--- config.mk ---
export PLATFORM = sky130hd
export DESIGN_NAME = cache_lu_pipe
export DESIGN_NICKNAME = d
export VERILOG_FILES = /design/src/design/cache_pkg.sv /design/src/design/cache_lu_pipe.sv
export SDC_FILE = /design/constraint.sdc
export NUM_CORES = 1
export LEC_CHECK = 0
export BUFFER_PORTS_ARGS = -buffer_cell sky130_fd_sc_hd__buf_2
export CELL_PAD_IN_SITES_DETAIL_PLACEMENT = 0
export CELL_PAD_IN_SITES_GLOBAL_PLACEMENT = 2
export CORE_AREA = 2 2 310 312
export CTS_CLUSTER_DIAMETER = 40
export DETAILED_ROUTE_END_ITERATION = 16
export DIE_AREA = 0 0 312 314
export PLACE_DENSITY = 0.47
export RECOVER_POWER = 25
export SYNTH_ARGS = -nofsm -noshare
export SYNTH_HDL_FRONTEND = slang
export SYNTH_SLANG_ARGS = --single-unit
--- constraint.sdc ---
create_clock -name clk -period 4.2 [get_ports clk]
set_input_delay 0.84 -clock clk [delete_from_list [all_inputs] [get_ports clk]]
set_output_delay 0.84 -clock clk [all_outputs]
set_load 0.02 [all_outputs]
--- src/design/cache_pkg.sv ---
/* cache lookup package
   organisation and field sizes, address field positions,
   lookup and far memory opcodes, result codes and shared structs */
`default_nettype none

package cache_pkg;

  //==========================================================================
  // organisation and sizes
  //==========================================================================
  localparam int NUM_WAYS        = 4;
  localparam int NUM_SETS        = 16;
  localparam int WAY_WIDTH       = 2;
  localparam int SET_WIDTH       = 4;
  localparam int WORD_WIDTH      = 32;
  localparam int NUM_WORDS_IN_CL = 4;
  localparam int OFFSET_WIDTH    = 2;
  localparam int ADDR_WIDTH      = 16;
  localparam int TAG_WIDTH       = 10;
  localparam int TQ_ID_WIDTH     = 4;
  localparam int REG_ID_WIDTH    = 5;
  localparam int FM_FIFO_DEPTH   = 4;

  // address layout is {tag, set, word offset}
  localparam int LSB_OFFSET    = 0;
  localparam int MSB_OFFSET    = LSB_OFFSET + OFFSET_WIDTH - 1;
  localparam int LSB_SET       = MSB_OFFSET + 1;
  localparam int MSB_SET       = LSB_SET + SET_WIDTH - 1;
  localparam int LSB_TAG       = MSB_SET + 1;
  localparam int MSB_TAG       = ADDR_WIDTH - 1;
  // line address and data array index widths
  localparam int CL_ADDR_WIDTH = TAG_WIDTH + SET_WIDTH;
  localparam int DA_ADDR_WIDTH = SET_WIDTH + WAY_WIDTH;
  // fill-request fifo pointer and level widths
  localparam int FM_PTR_WIDTH  = $clog2(FM_FIFO_DEPTH);
  localparam int FM_CNT_WIDTH  = FM_PTR_WIDTH + 1;

  //==========================================================================
  // opcodes and result codes
  //==========================================================================
  typedef enum logic [1:0] {RD_LU, WR_LU, FILL_LU} t_lu_op;
  typedef enum logic [1:0] {NO_RSP, HIT, MISS, FILL} t_lu_result;
  // room left for more far memory operations
  typedef enum logic [1:0] {FILL_REQ_OP = 2'b00} t_fm_op;

  typedef logic [NUM_WORDS_IN_CL-1:0][WORD_WIDTH-1:0] t_cl_data;

  //==========================================================================
  // interface structs
  //==========================================================================
  typedef struct packed {
    logic                    valid;
    t_lu_op                  lu_op;
    logic [ADDR_WIDTH-1:0]   address;
    logic [WORD_WIDTH-1:0]   data;
    t_cl_data                cl_data;
    logic [TQ_ID_WIDTH-1:0]  tq_id;
    logic [REG_ID_WIDTH-1:0] reg_id;
  } t_lu_req;

  typedef struct packed {
    logic                     rd_miss;
    logic [TQ_ID_WIDTH-1:0]   lu_tq_id;
    logic [CL_ADDR_WIDTH-1:0] cl_address;
  } t_early_lu_rsp;

  typedef struct packed {
    logic                    valid;
    t_lu_op                  lu_op;
    t_lu_result              lu_result;
    logic [TQ_ID_WIDTH-1:0]  tq_id;
    logic [REG_ID_WIDTH-1:0] reg_id;
    logic [ADDR_WIDTH-1:0]   address;
    t_cl_data                cl_data;
  } t_lu_rsp;

  typedef struct packed {
    logic                   valid;
    t_fm_op                 opcode;
    logic [ADDR_WIDTH-1:0]  address;
    logic [TQ_ID_WIDTH-1:0] tq_id;
  } t_fm_req;

  typedef struct packed {
    logic [SET_WIDTH-1:0] set;
  } t_set_rd_req;

  typedef struct packed {
    logic [NUM_WAYS-1:0][TAG_WIDTH-1:0] tags;
    logic [NUM_WAYS-1:0]                valid;
    logic [NUM_WAYS-1:0]                mru;
  } t_set_rd_rsp;

  typedef struct packed {
    logic                               en;
    logic [SET_WIDTH-1:0]               set;
    logic [NUM_WAYS-1:0][TAG_WIDTH-1:0] tags;
    logic [NUM_WAYS-1:0]                valid;
    logic [NUM_WAYS-1:0]                mru;
  } t_set_wr_req;

  typedef struct packed {
    logic                     rd_en;
    logic                     wr_en;
    logic [DA_ADDR_WIDTH-1:0] address;
    t_cl_data                 cl_data;
  } t_cl_req;

  // record carried down the lookup pipe
  typedef struct packed {
    logic                               valid;
    t_lu_op                             lu_op;
    logic [TAG_WIDTH-1:0]               lu_tag;
    logic [SET_WIDTH-1:0]               lu_set;
    logic [OFFSET_WIDTH-1:0]            lu_offset;
    logic [TQ_ID_WIDTH-1:0]             tq_id;
    logic [REG_ID_WIDTH-1:0]            reg_id;
    logic [WORD_WIDTH-1:0]              data;
    t_cl_data                           cl_data;
    logic [NUM_WAYS-1:0]                ways_hit;
    logic [WAY_WIDTH-1:0]               enc_hit;
    logic [NUM_WAYS-1:0]                ways_victim;
    logic [WAY_WIDTH-1:0]               enc_victim;
    logic                               hit;
    logic                               miss;
    logic [NUM_WAYS-1:0][TAG_WIDTH-1:0] new_tags;
    logic [NUM_WAYS-1:0]                new_valid;
    logic [NUM_WAYS-1:0]                new_mru;
  } t_pipe_bus;

endpackage

`default_nettype wire

--- src/design/cache_lu_pipe.sv ---
/* lookup pipe
   q1 address decode and set read, q2 tag compare, victim pick,
   set state update and data array access, q3 response and fill request */
`default_nettype none

module cache_lu_pipe (
  input  wire                               clk,
  input  wire                               rst_n,
  input  var cache_pkg::t_lu_req            lu_req,
  output cache_pkg::t_early_lu_rsp          lu_early_rsp,
  output cache_pkg::t_lu_rsp                lu_rsp,
  output cache_pkg::t_set_rd_req            set_rd_req,
  input  var cache_pkg::t_set_rd_rsp        set_rd_rsp,
  output cache_pkg::t_set_wr_req            set_wr_req,
  output cache_pkg::t_cl_req                cl_req,
  output logic [cache_pkg::OFFSET_WIDTH-1:0] word_offset,
  output logic [cache_pkg::WORD_WIDTH-1:0]   word_data,
  output logic                              word_wr,
  input  var cache_pkg::t_cl_data           cl_rd_data,
  output cache_pkg::t_fm_req                fm_req_in
);
  import cache_pkg::*;

  t_pipe_bus            bus_q1, bus_q2_ff, bus_q2, bus_q3;
  logic [NUM_WAYS-1:0]  ways_hit_q2;
  logic [WAY_WIDTH-1:0] enc_hit_q2;
  logic [WAY_WIDTH-1:0] free_way_q2, lru_way_q2, enc_victim_q2;
  logic                 any_free_q2;
  logic                 is_fill_q2;

  //==========================================================================
  // q1: decode and set read
  //==========================================================================
  assign set_rd_req.set = lu_req.address[MSB_SET:LSB_SET];

  always_comb begin
    bus_q1           = '0;
    bus_q1.valid     = lu_req.valid;
    bus_q1.lu_op     = lu_req.lu_op;
    bus_q1.lu_tag    = lu_req.address[MSB_TAG:LSB_TAG];
    bus_q1.lu_set    = lu_req.address[MSB_SET:LSB_SET];
    bus_q1.lu_offset = lu_req.address[MSB_OFFSET:LSB_OFFSET];
    bus_q1.tq_id     = lu_req.tq_id;
    bus_q1.reg_id    = lu_req.reg_id;
    bus_q1.data      = lu_req.data;
    bus_q1.cl_data   = lu_req.cl_data;
  end

  // only the valid bit is cleared
  always_ff @(posedge clk) begin
    bus_q2_ff <= bus_q1;
    if (!rst_n) begin
      bus_q2_ff.valid <= 1'b0;
    end
  end

  //==========================================================================
  // q2: compare, victim, set update, data access
  //==========================================================================
  assign is_fill_q2 = (bus_q2_ff.lu_op == FILL_LU);

  // match against valid ways, lowest way wins the encoding
  always_comb begin : tag_compare
    ways_hit_q2 = '0;
    enc_hit_q2  = '0;
    for (int w = NUM_WAYS - 1; w >= 0; w--) begin
      if (bus_q2_ff.valid && set_rd_rsp.valid[w] &&
          (set_rd_rsp.tags[w] == bus_q2_ff.lu_tag)) begin
        ways_hit_q2[w] = 1'b1;
        enc_hit_q2     = WAY_WIDTH'(w);
      end
    end
  end

  // first invalid way, else first way with mru clear
  always_comb begin : victim_pick
    free_way_q2 = '0;
    lru_way_q2  = '0;
    any_free_q2 = ~&set_rd_rsp.valid;
    for (int w = NUM_WAYS - 1; w >= 0; w--) begin
      if (!set_rd_rsp.valid[w]) begin
        free_way_q2 = WAY_WIDTH'(w);
      end
      if (!set_rd_rsp.mru[w]) begin
        lru_way_q2 = WAY_WIDTH'(w);
      end
    end
    enc_victim_q2 = any_free_q2 ? free_way_q2 : lru_way_q2;
  end

  always_comb begin : bus_q2_build
    logic [NUM_WAYS-1:0] touch;
    bus_q2             = bus_q2_ff;
    bus_q2.ways_hit    = ways_hit_q2;
    bus_q2.enc_hit     = enc_hit_q2;
    bus_q2.ways_victim = is_fill_q2 ? (NUM_WAYS'(1) << enc_victim_q2) : '0;
    bus_q2.enc_victim  = enc_victim_q2;
    // a fill is never reported as hit or miss
    bus_q2.hit         = (|ways_hit_q2) && !is_fill_q2;
    bus_q2.miss        = bus_q2_ff.valid && !(|ways_hit_q2) && !is_fill_q2;
    // way being used by this lookup
    touch              = is_fill_q2 ? bus_q2.ways_victim : bus_q2.ways_hit;
    bus_q2.new_tags    = set_rd_rsp.tags;
    bus_q2.new_valid   = set_rd_rsp.valid | bus_q2.ways_victim;
    bus_q2.new_mru     = set_rd_rsp.mru | touch;
    if (is_fill_q2) begin
      bus_q2.new_tags[enc_victim_q2] = bus_q2_ff.lu_tag;
    end
    // all mru set, keep only the touched way
    if (&bus_q2.new_mru) begin
      bus_q2.new_mru = touch;
    end
  end

  // set state written back at the end of q2
  assign set_wr_req.en    = bus_q2.valid;
  assign set_wr_req.set   = bus_q2.lu_set;
  assign set_wr_req.tags  = bus_q2.new_tags;
  assign set_wr_req.valid = bus_q2.new_valid;
  assign set_wr_req.mru   = bus_q2.new_mru;

  // fill writes the victim line, read and write hits read the hit line
  assign cl_req.rd_en   = bus_q2.hit;
  assign cl_req.wr_en   = bus_q2.valid && is_fill_q2;
  assign cl_req.address = {bus_q2.lu_set, is_fill_q2 ? bus_q2.enc_victim : bus_q2.enc_hit};
  assign cl_req.cl_data = bus_q2.cl_data;

  assign word_wr     = bus_q2.hit && (bus_q2.lu_op == WR_LU);
  assign word_offset = bus_q2.lu_offset;
  assign word_data   = bus_q2.data;

  // one cycle early read miss
  assign lu_early_rsp.rd_miss    = bus_q2.miss && (bus_q2.lu_op == RD_LU);
  assign lu_early_rsp.lu_tq_id   = bus_q2.tq_id;
  assign lu_early_rsp.cl_address = {bus_q2.lu_tag, bus_q2.lu_set};

  always_ff @(posedge clk) begin
    bus_q3 <= bus_q2;
    if (!rst_n) begin
      bus_q3.valid <= 1'b0;
    end
  end

  //==========================================================================
  // q3: response and fill request
  //==========================================================================
  always_comb begin
    lu_rsp.valid   = bus_q3.valid;
    lu_rsp.lu_op   = bus_q3.lu_op;
    lu_rsp.tq_id   = bus_q3.tq_id;
    lu_rsp.reg_id  = bus_q3.reg_id;
    lu_rsp.address = {bus_q3.lu_tag, bus_q3.lu_set, bus_q3.lu_offset};
    if (!bus_q3.valid) begin
      lu_rsp.lu_result = NO_RSP;
    end else if (bus_q3.lu_op == FILL_LU) begin
      lu_rsp.lu_result = FILL;
    end else begin
      lu_rsp.lu_result = bus_q3.hit ? HIT : MISS;
    end
    // line data: fill line, array line on hit, else zero
    if (bus_q3.lu_op == FILL_LU) begin
      lu_rsp.cl_data = bus_q3.cl_data;
    end else if (bus_q3.hit) begin
      lu_rsp.cl_data = cl_rd_data;
    end else begin
      lu_rsp.cl_data = '0;
    end
  end

  // read or write miss asks far memory for the line
  assign fm_req_in.valid   = bus_q3.valid && bus_q3.miss;
  assign fm_req_in.opcode  = FILL_REQ_OP;
  assign fm_req_in.address = {bus_q3.lu_tag, bus_q3.lu_set, bus_q3.lu_offset};
  assign fm_req_in.tq_id   = bus_q3.tq_id;

endmodule

`default_nettype wire

# [Word level (Yosys, flattened, before mapping)]
# Index checks and enable logic that the tools add are counted.
[word_totals] regBits=346 latch_bits=0 ram_bits=0 rom_bits=0 output_inout_bits=428 elab_cells=89 memories=0
[classes] add_sub_neg=0 mul=0 div_mod_pow=0 n_lt_le_gt_ge=2 eq_ne=7 n_shift=1 n_mux=30 n_bitwise=2 reduce_logical=22
[ops] cell="$mux 128" n=2
[ops] cell="$bwmux 40" n=1
[ops] cell="$eq 10x10->1" n=4
[ops] cell="$mux 40" n=1
[ops] cell="$mux 2" n=17
[ops] cell="$demux 10 s2" n=1
[ops] cell="$logic_and 1x1->1" n=16
[ops] cell="$mux 4" n=3
[ops] cell="$mux 10" n=1
[ops] cell="$or 4x4->4" n=2
[ops] cell="$reduce_and 4->1" n=2
[ops] cell="$eq 2x2->1 const B" n=2
[ops] cell="$mux 1" n=4
[ops] cell="$reduce_or 4->1" n=1
[ops] cell="$shl 1x2->4 const A" n=1
[ops] cell="$lt 2x3->1 const B" n=1
[ops] cell="$eq 2x1->1 const B" n=1
[ops] cell="$ge 2x1->1 const B" n=1
[ops] cell="$logic_not 1->1" n=2
[ops] cell="$logic_not 2->1" n=1

# [Logic depth before layout (Yosys ltp)]
# Gate-level depths: netlist of run 1.
[depth] ltp_word=11 depth_mapped=8 mapped_depth_nobuf=6

# [Least setup slack after synthesis of run 1]
# OpenSTA, ideal clock, no wires.
[synth_timing] kind="in2out" startpoint="input port set_rd_rsp[17] (netlist name)" endpoint="output port word_wr" arrival_ns=2.664 required_ns=3.360 setup_slack_ns=0.696 stages=5 path_cell_list="xor2_1 -> or4_4 -> or3_1 -> and4bb_1 -> nor3b_1"
[synth_via] elab_chain_len=6
[synth_lines] item="start, declared" line="cache_lu_pipe.sv:13" source="input var cache_pkg::t_set_rd_rsp set_rd_rsp,"
[synth_lines] item="$eq 10x10->1" line="cache_lu_pipe.sv:68" source="(set_rd_rsp.tags[w] == bus_q2_ff.lu_tag)) begin"
[synth_lines] item="$logic_and 1x1->1" line="cache_lu_pipe.sv:67" source="if (bus_q2_ff.valid && set_rd_rsp.valid[w] &&"
[synth_lines] item="$mux 1" line="cache_lu_pipe.sv:67"
[synth_lines] item="$reduce_or 4->1" line="cache_lu_pipe.sv:99" source="bus_q2.hit = (|ways_hit_q2) && !is_fill_q2;"
[synth_lines] item="$logic_and 1x1->1" line="cache_lu_pipe.sv:99"
[synth_lines] item="$logic_and 1x1->1" line="cache_lu_pipe.sv:128" source="assign word_wr = bus_q2.hit && (bus_q2.lu_op == WR_LU);"
[synth_lines] item="end, declared" line="cache_lu_pipe.sv:18" source="output logic word_wr,"
# No other way between the ends.

==> impl_metrics.tcl, run 1 <==
set metrics [dict create \
    outcome "finished, final reports clean" \
    crit_arrival_ns 3.17 \
    hp-start "lu_req[83]" \
    core-area_um2 94400 \
    gp_congestion 0.845 \
    ant_nets 0 \
    p_per_area_nw_per_um2 573 \
    min_path_cells 1 \
    viasPerCell 3.18 \
    synth_edf_count 0 \
    end_kind "primary output" \
    hold_violations 0 \
    cts_resized 0 \
    path_class "flop to primary output" \
    ys_ff_latch 346 \
    peakVddDrop_uv 274 \
    async_reset_ff_share_pct 0 \
    crit_required_ns 3.36 \
    yosysTopAreaCellShare_pct 56.4 \
    r2r_slack_ns 1.91 \
    timing.final.crit_share_pct 95.6 \
    synth_area_leaders "dfxtp_1, buf_4, nand2_1" \
    detail_route.wirelength_um 48800 \
    wire_per_inst_um 15.7 \
    timing.fmax_ghz 0.249 \
    grt_start_max_net_pins 82 \
    reg2reg_depth 6 \
    report.final.slew_viol_count 0 \
    drv_cap 0 \
    hold_buffers 0 \
    cts-root-buf "clkbuf_16" \
    start_kind "flop" \
    rows 113 \
    die_y_um 314 \
    ys_warn_count 0 \
    dp_cells 2974 \
    netlist_top_cells_count "dfxtp_1, buf_4, nand2_1, nand3_1, clkbuf_1" \
    clock_latency_ns 0.63 \
    synth-seq-area-share_pct 56.4 \
    grt_overflow 0 \
    drc 0 \
    cts_made_buffers 73 \
    die_w_um 312 \
    yosysTopAreaCell "dfxtp_1" \
    syn_area_per_cell_um2 9.88 \
    syn_inst 1243 \
    setup_tns_ns 0 \
    cts_sinks 346 \
    min_path_type "input port to flop" \
    synth_area_um2 12300 \
    tritoncts "done" \
    synth_cell_types 45 \
    io_pins 794 \
    cts_max_path_buffers 3 \
    stdcell_area_um2 18300 \
    grt_setup_unrepaired "no" \
    initial_core_util_pct 13.0 \
    r2r_start "lu_early_rsp[12]$_DFF_P_" \
    dpl.hpwl_um 38000 \
    worstMarginPinSlew_ns 0.863 \
    synthFlopType "dfxtp_1" \
    grt_util_all_layers_pct 9.43 \
    synthMostInstantiatedCell "dfxtp_1" \
    critPathMaxFanout 10 \
    slew_headroom_pct 42.4 \
    dieArea_um2 98000 \
    vias 9896 \
    dr.pass1.iters 5 \
    fin_cells 3111 \
    clk_pin_slew_ns 0.05 \
    port_buffers 791 \
    synthToLayoutAreaGrowth_pct 48.9 \
    finalSetupViolations 0 \
    reg2reg_to "bus_q3[48]$_DFF_P_" \
    p_leak_uw 0.00915 \
    placed_area_um2 15700 \
    min_period_ns 4.01 \
    min_to "cl_req[74]$_DFF_P_" \
    drive_gt1_share_pct 53.7 \
    grt_pass1_wl_um 67700 \
    antenna_found_initial 5 \
    post_cts_buffers 0 \
    clock-skew-final_ns 0.0262 \
    first_global_vias 10241 \
    drt_iter0_markers 357 \
    h-tree-depth 3 \
    final_nets 2150 \
]
## cell families after synthesis
logic type | count (synthesis) | synth area share, %
XOR/XNOR | 40 | 2.85
multiplexers | 40 | 3.67
other | 1 | 0.0305
buffers and inverters | 352 | 19.8
AO/OA/AOI/OAI | 23 | 1.57
flip-flops | 346 | 56.4
AND/OR/NAND/NOR | 441 | 15.6
## per-stage QoR
stage	power (uW)	hold WS, ns	setup slack (ns)	utilization (%)
2_1_floorplan	4240	0.310	0.696	-
3_3_place_gp	4540	0.310	0.428	16.6
3_5_place_dp	4530	0.314	0.507	16.6
4_1_cts	10700	0.226	0.167	19.4
5_1_grt	10900	0.248	0.0593	19.4
6_report	10500	0.306	0.187	19.4
## power by group
| part | switching [uW] | internal [uW] | total [uW] |
|---|---|---|---|
| sequential | 79.7 | 3470 | 3550 |
| combinational | 562 | 341 | 902 |
| clock | 2090 | 3940 | 6020 |
| total | 2730 | 7750 | 10500 |
## registers in the layout (all words and copies together), names as in the netlist
name / count
set_wr_req: 1
bus_q2: 7
word_data: 32
cl_req: 132
bus_q3: 130
lu_rsp: 8
fm_req_in: 20
word_offset: 2
lu_early_rsp: 14
## layout by cell type, fill, tap and decap left out, drive strengths merged, types with 2 or more instances in the layout
| cell | n |
|---|---|
| buf | 809 |
| dfxtp | 346 |
| nand2 | 265 |
| nand3 | 136 |
| clkbuf | 95 |
| mux2 | 40 |
| xnor2 | 27 |
| clkinv | 24 |
| inv | 14 |
| xor2 | 13 |
| nor2 | 7 |
| bufinv | 7 |
| nand2b | 7 |
| and2 | 5 |
| a21oi | 4 |
| nor4 | 4 |
| nand4 | 3 |
| clkinvlp | 3 |
| nor2b | 3 |
| nor3 | 3 |
| diode | 2 |
| a31o | 2 |
| o21ai | 2 |
| o32a | 2 |
| or3 | 2 |
| or2 | 2 |
| conb | 2 |
| a21boi | 2 |
## critical path, cell delays in order, from the launching register on
cell and delay [ns]:
dfxtp_1 0.59, xor2_1 0.12, nor4_1 0.47, nand3_1 0.30
o211a_1 0.30, o31a_1 0.29, or3_1 0.30, buf_2 0.17
## worst max-delay path by stage
stage	startpoint	endpoint	slack [ns]	depth (start not counted)
5_1_grt	lu_early_rsp[9]$_DFF_P_	set_wr_req[3]	0.06	7
6_report	lu_early_rsp[9]$_DFF_P_	set_wr_req[3]	0.19	7
2_1_floorplan	set_rd_rsp[17]	word_wr	0.70	5
3_3_place_gp	set_rd_rsp[22]	set_wr_req[3]	0.43	8
4_1_cts	lu_early_rsp[9]$_DFF_P_	set_wr_req[3]	0.17	7
3_5_place_dp	set_rd_rsp[20]	set_wr_req[3]	0.51	8
## layer usage
metal  routed length, um  vias up  GRT usage [%]
met3                4690       72           3.92
met4                1260        2           4.16
met1               17700     4479           9.52
li1                    -     4792              -
met5                   7        -              0
met2               25200      551           17.0
## final cells by class
| cell class | count | area (um^2) |
|---|---|---|
| multi-input cells | 546 | 2940 |
| flip-flops and latches | 346 | 6930 |
| well taps | 1265 | 1580 |
| clock inverters | 45 | 607 |
| clock buffers | 90 | 2030 |
| inverters | 3 | 11.3 |
| repair buffers | 814 | 4190 |
| fillers | 10688 | 76200 |
| diodes | 2 | 5.00 |
No activity file was read; power rests on OpenSTA's default activity.
==> inputs of run 2 (changes only) <==
- RECOVER_POWER: 25 -> not set
- SKIP_LAST_GASP: not set -> 1
==> impl_metrics.tcl, run 2 (same netlist as run 1, synthesis figures left out) <==
set metrics [dict create \
    clk_pin_slew_ns 0.05 \
    final_nets 2150 \
    hold_ws_ns 0.306 \
    grt_start_max_net_pins 82 \
    grt_overflow 0 \
    switching_power_uw 2730 \
    viasPerCell 3.18 \
    drive_gt1_share_pct 54.0 \
    crit_arrival_ns 3.17 \
    stdcell_area_um2 18300 \
    drv_cap 0 \
    clkPwrFrac_pct 57.5 \
    detail_route.wirelength_um 48800 \
    crit_required_ns 3.36 \
    slew_headroom_pct 42.4 \
    switching_share_pct 26.0 \
    core-area_um2 94400 \
    port_buffers 791 \
    cts-root-buf "clkbuf_16" \
    wire_per_inst_um 15.7 \
    layout_setup_ws_ns 0.187 \
    finalSetupViolations 0 \
    dp_cells 2974 \
    synthToLayoutAreaGrowth_pct 49.0 \
    peakVddDrop_uv 274 \
    dr.pass1.iters 5 \
    n_fill_cell 10690 \
    place_ws_ns 0.507 \
    seqPwrFrac_pct 33.9 \
    gp_congestion 0.845 \
    grt_util_all_layers_pct 9.43 \
    cts_sinks 346 \
    start_kind "flop" \
    r2r_slack_ns 1.91 \
    final_cell_mix "buf_2, dfxtp_1, nand2_1, nand3_1, clkbuf_16" \
    drc 0 \
    slowest_delay_ns 0.59 \
    worstMarginPinSlew_ns 0.863 \
    dieArea_um2 98000 \
    die_w_um 312 \
    ant_nets 0 \
    tritoncts "done" \
    fin_cells 3111 \
    vias 9895 \
    end_kind "primary output" \
    dpl.hpwl_um 38000 \
    mostFrequentLayoutCell "buf_2" \
    p_int_uw 7750 \
    crit_chain "xor2_1, nor4_1, nand3_1, o211a_1, o31a_1, or3_1, buf_2" \
    min_period_ns 4.01 \
    slowest_stage "dfxtp_1" \
    min_path_type "input port to flop" \
    hold_violations 0 \
    p_per_area_nw_per_um2 572 \
    report.final.slew_viol_count 0 \
    drt_iter0_markers 357 \
    antenna_found_initial 5 \
    clock-skew-final_ns 0.0262 \
    cts_made_buffers 73 \
    cts_resized 0 \
    crit_family "simple AND/OR/NAND/NOR gates" \
    die_y_um 314 \
    cts_max_path_buffers 3 \
    path_buf_inv 1 \
    hold_buffers 0 \
    post_cts_buffers 0 \
    h-tree-depth 3 \
    placed_area_um2 15700 \
    grt_pass1_wl_um 67700 \
    io_pins 794 \
    initial_core_util_pct 13.0 \
    largest_reg_flops 132 \
    p_leak_uw 0.00916 \
    critPathMaxFanout 10 \
    setup_tns_ns 0 \
    timing.final.crit_share_pct 95.6 \
    path_class "flop to primary output" \
    grt_setup_unrepaired "no" \
    outcome "finished, final reports clean" \
    p_comb_share_pct 8.6 \
    first_global_vias 10241 \
    rows 113 \
    timing.fmax_ghz 0.249 \
    clock_latency_ns 0.63 \
]
run 2: cell count changes in the layout (fill, tap and decap cells not counted), sizes merged:
cell,previous run,this run
buf,809,814
clkbuf,95,90
run 2: per-layer routing:
metal  routed length, um  share of wire (%)  global-route usage, %
met5                   7              0.014                      0
met2               25200                 52                   17.0
met4                1260                2.6                   4.16
met1               17600                 36                   9.52
met3                4710                9.7                   3.92
run 2: layout make-up:
class	count	area, um^2	share of cell area, %
diodes	2	5.00	0.0274
clock buffers	90	2030	11.1
clock inverters	45	607	3.32
inverters	3	11.3	0.0615
multi-input cells	546	2940	16.1
flip-flops and latches	346	6930	37.9
well taps	1265	1580	8.65
repair buffers	814	4190	22.9
run 2: path summary, 6_finish.rpt:
check / startpoint / to / depth (start not counted)
min: lu_req[83] / cl_req[74]$_DFF_P_ / 1
min reg2reg: bus_q2[225]$_DFF_P_ / lu_rsp[147]$_DFF_P_ / 0
max: lu_early_rsp[9]$_DFF_P_ / set_wr_req[3] / 7
max reg2reg: lu_early_rsp[12]$_DFF_P_ / bus_q3[48]$_DFF_P_ / 6
run 2: power groups by stage:
stage	Clock, uW	Combinational [uW]	Sequential (uW)
2_1_floorplan	0	660	3580
3_3_place_gp	0	929	3610
3_5_place_dp	0	920	3610
4_1_cts	6230	923	3550
5_1_grt	6380	966	3570
6_report	6020	903	3550
run 2: per-stage QoR:
step	total power, uW	util, %
floorplan	4240	-
global placement	4540	16.6
detailed placement	4530	16.6
CTS	10700	19.4
global route	10900	19.4
finish	10500	19.4
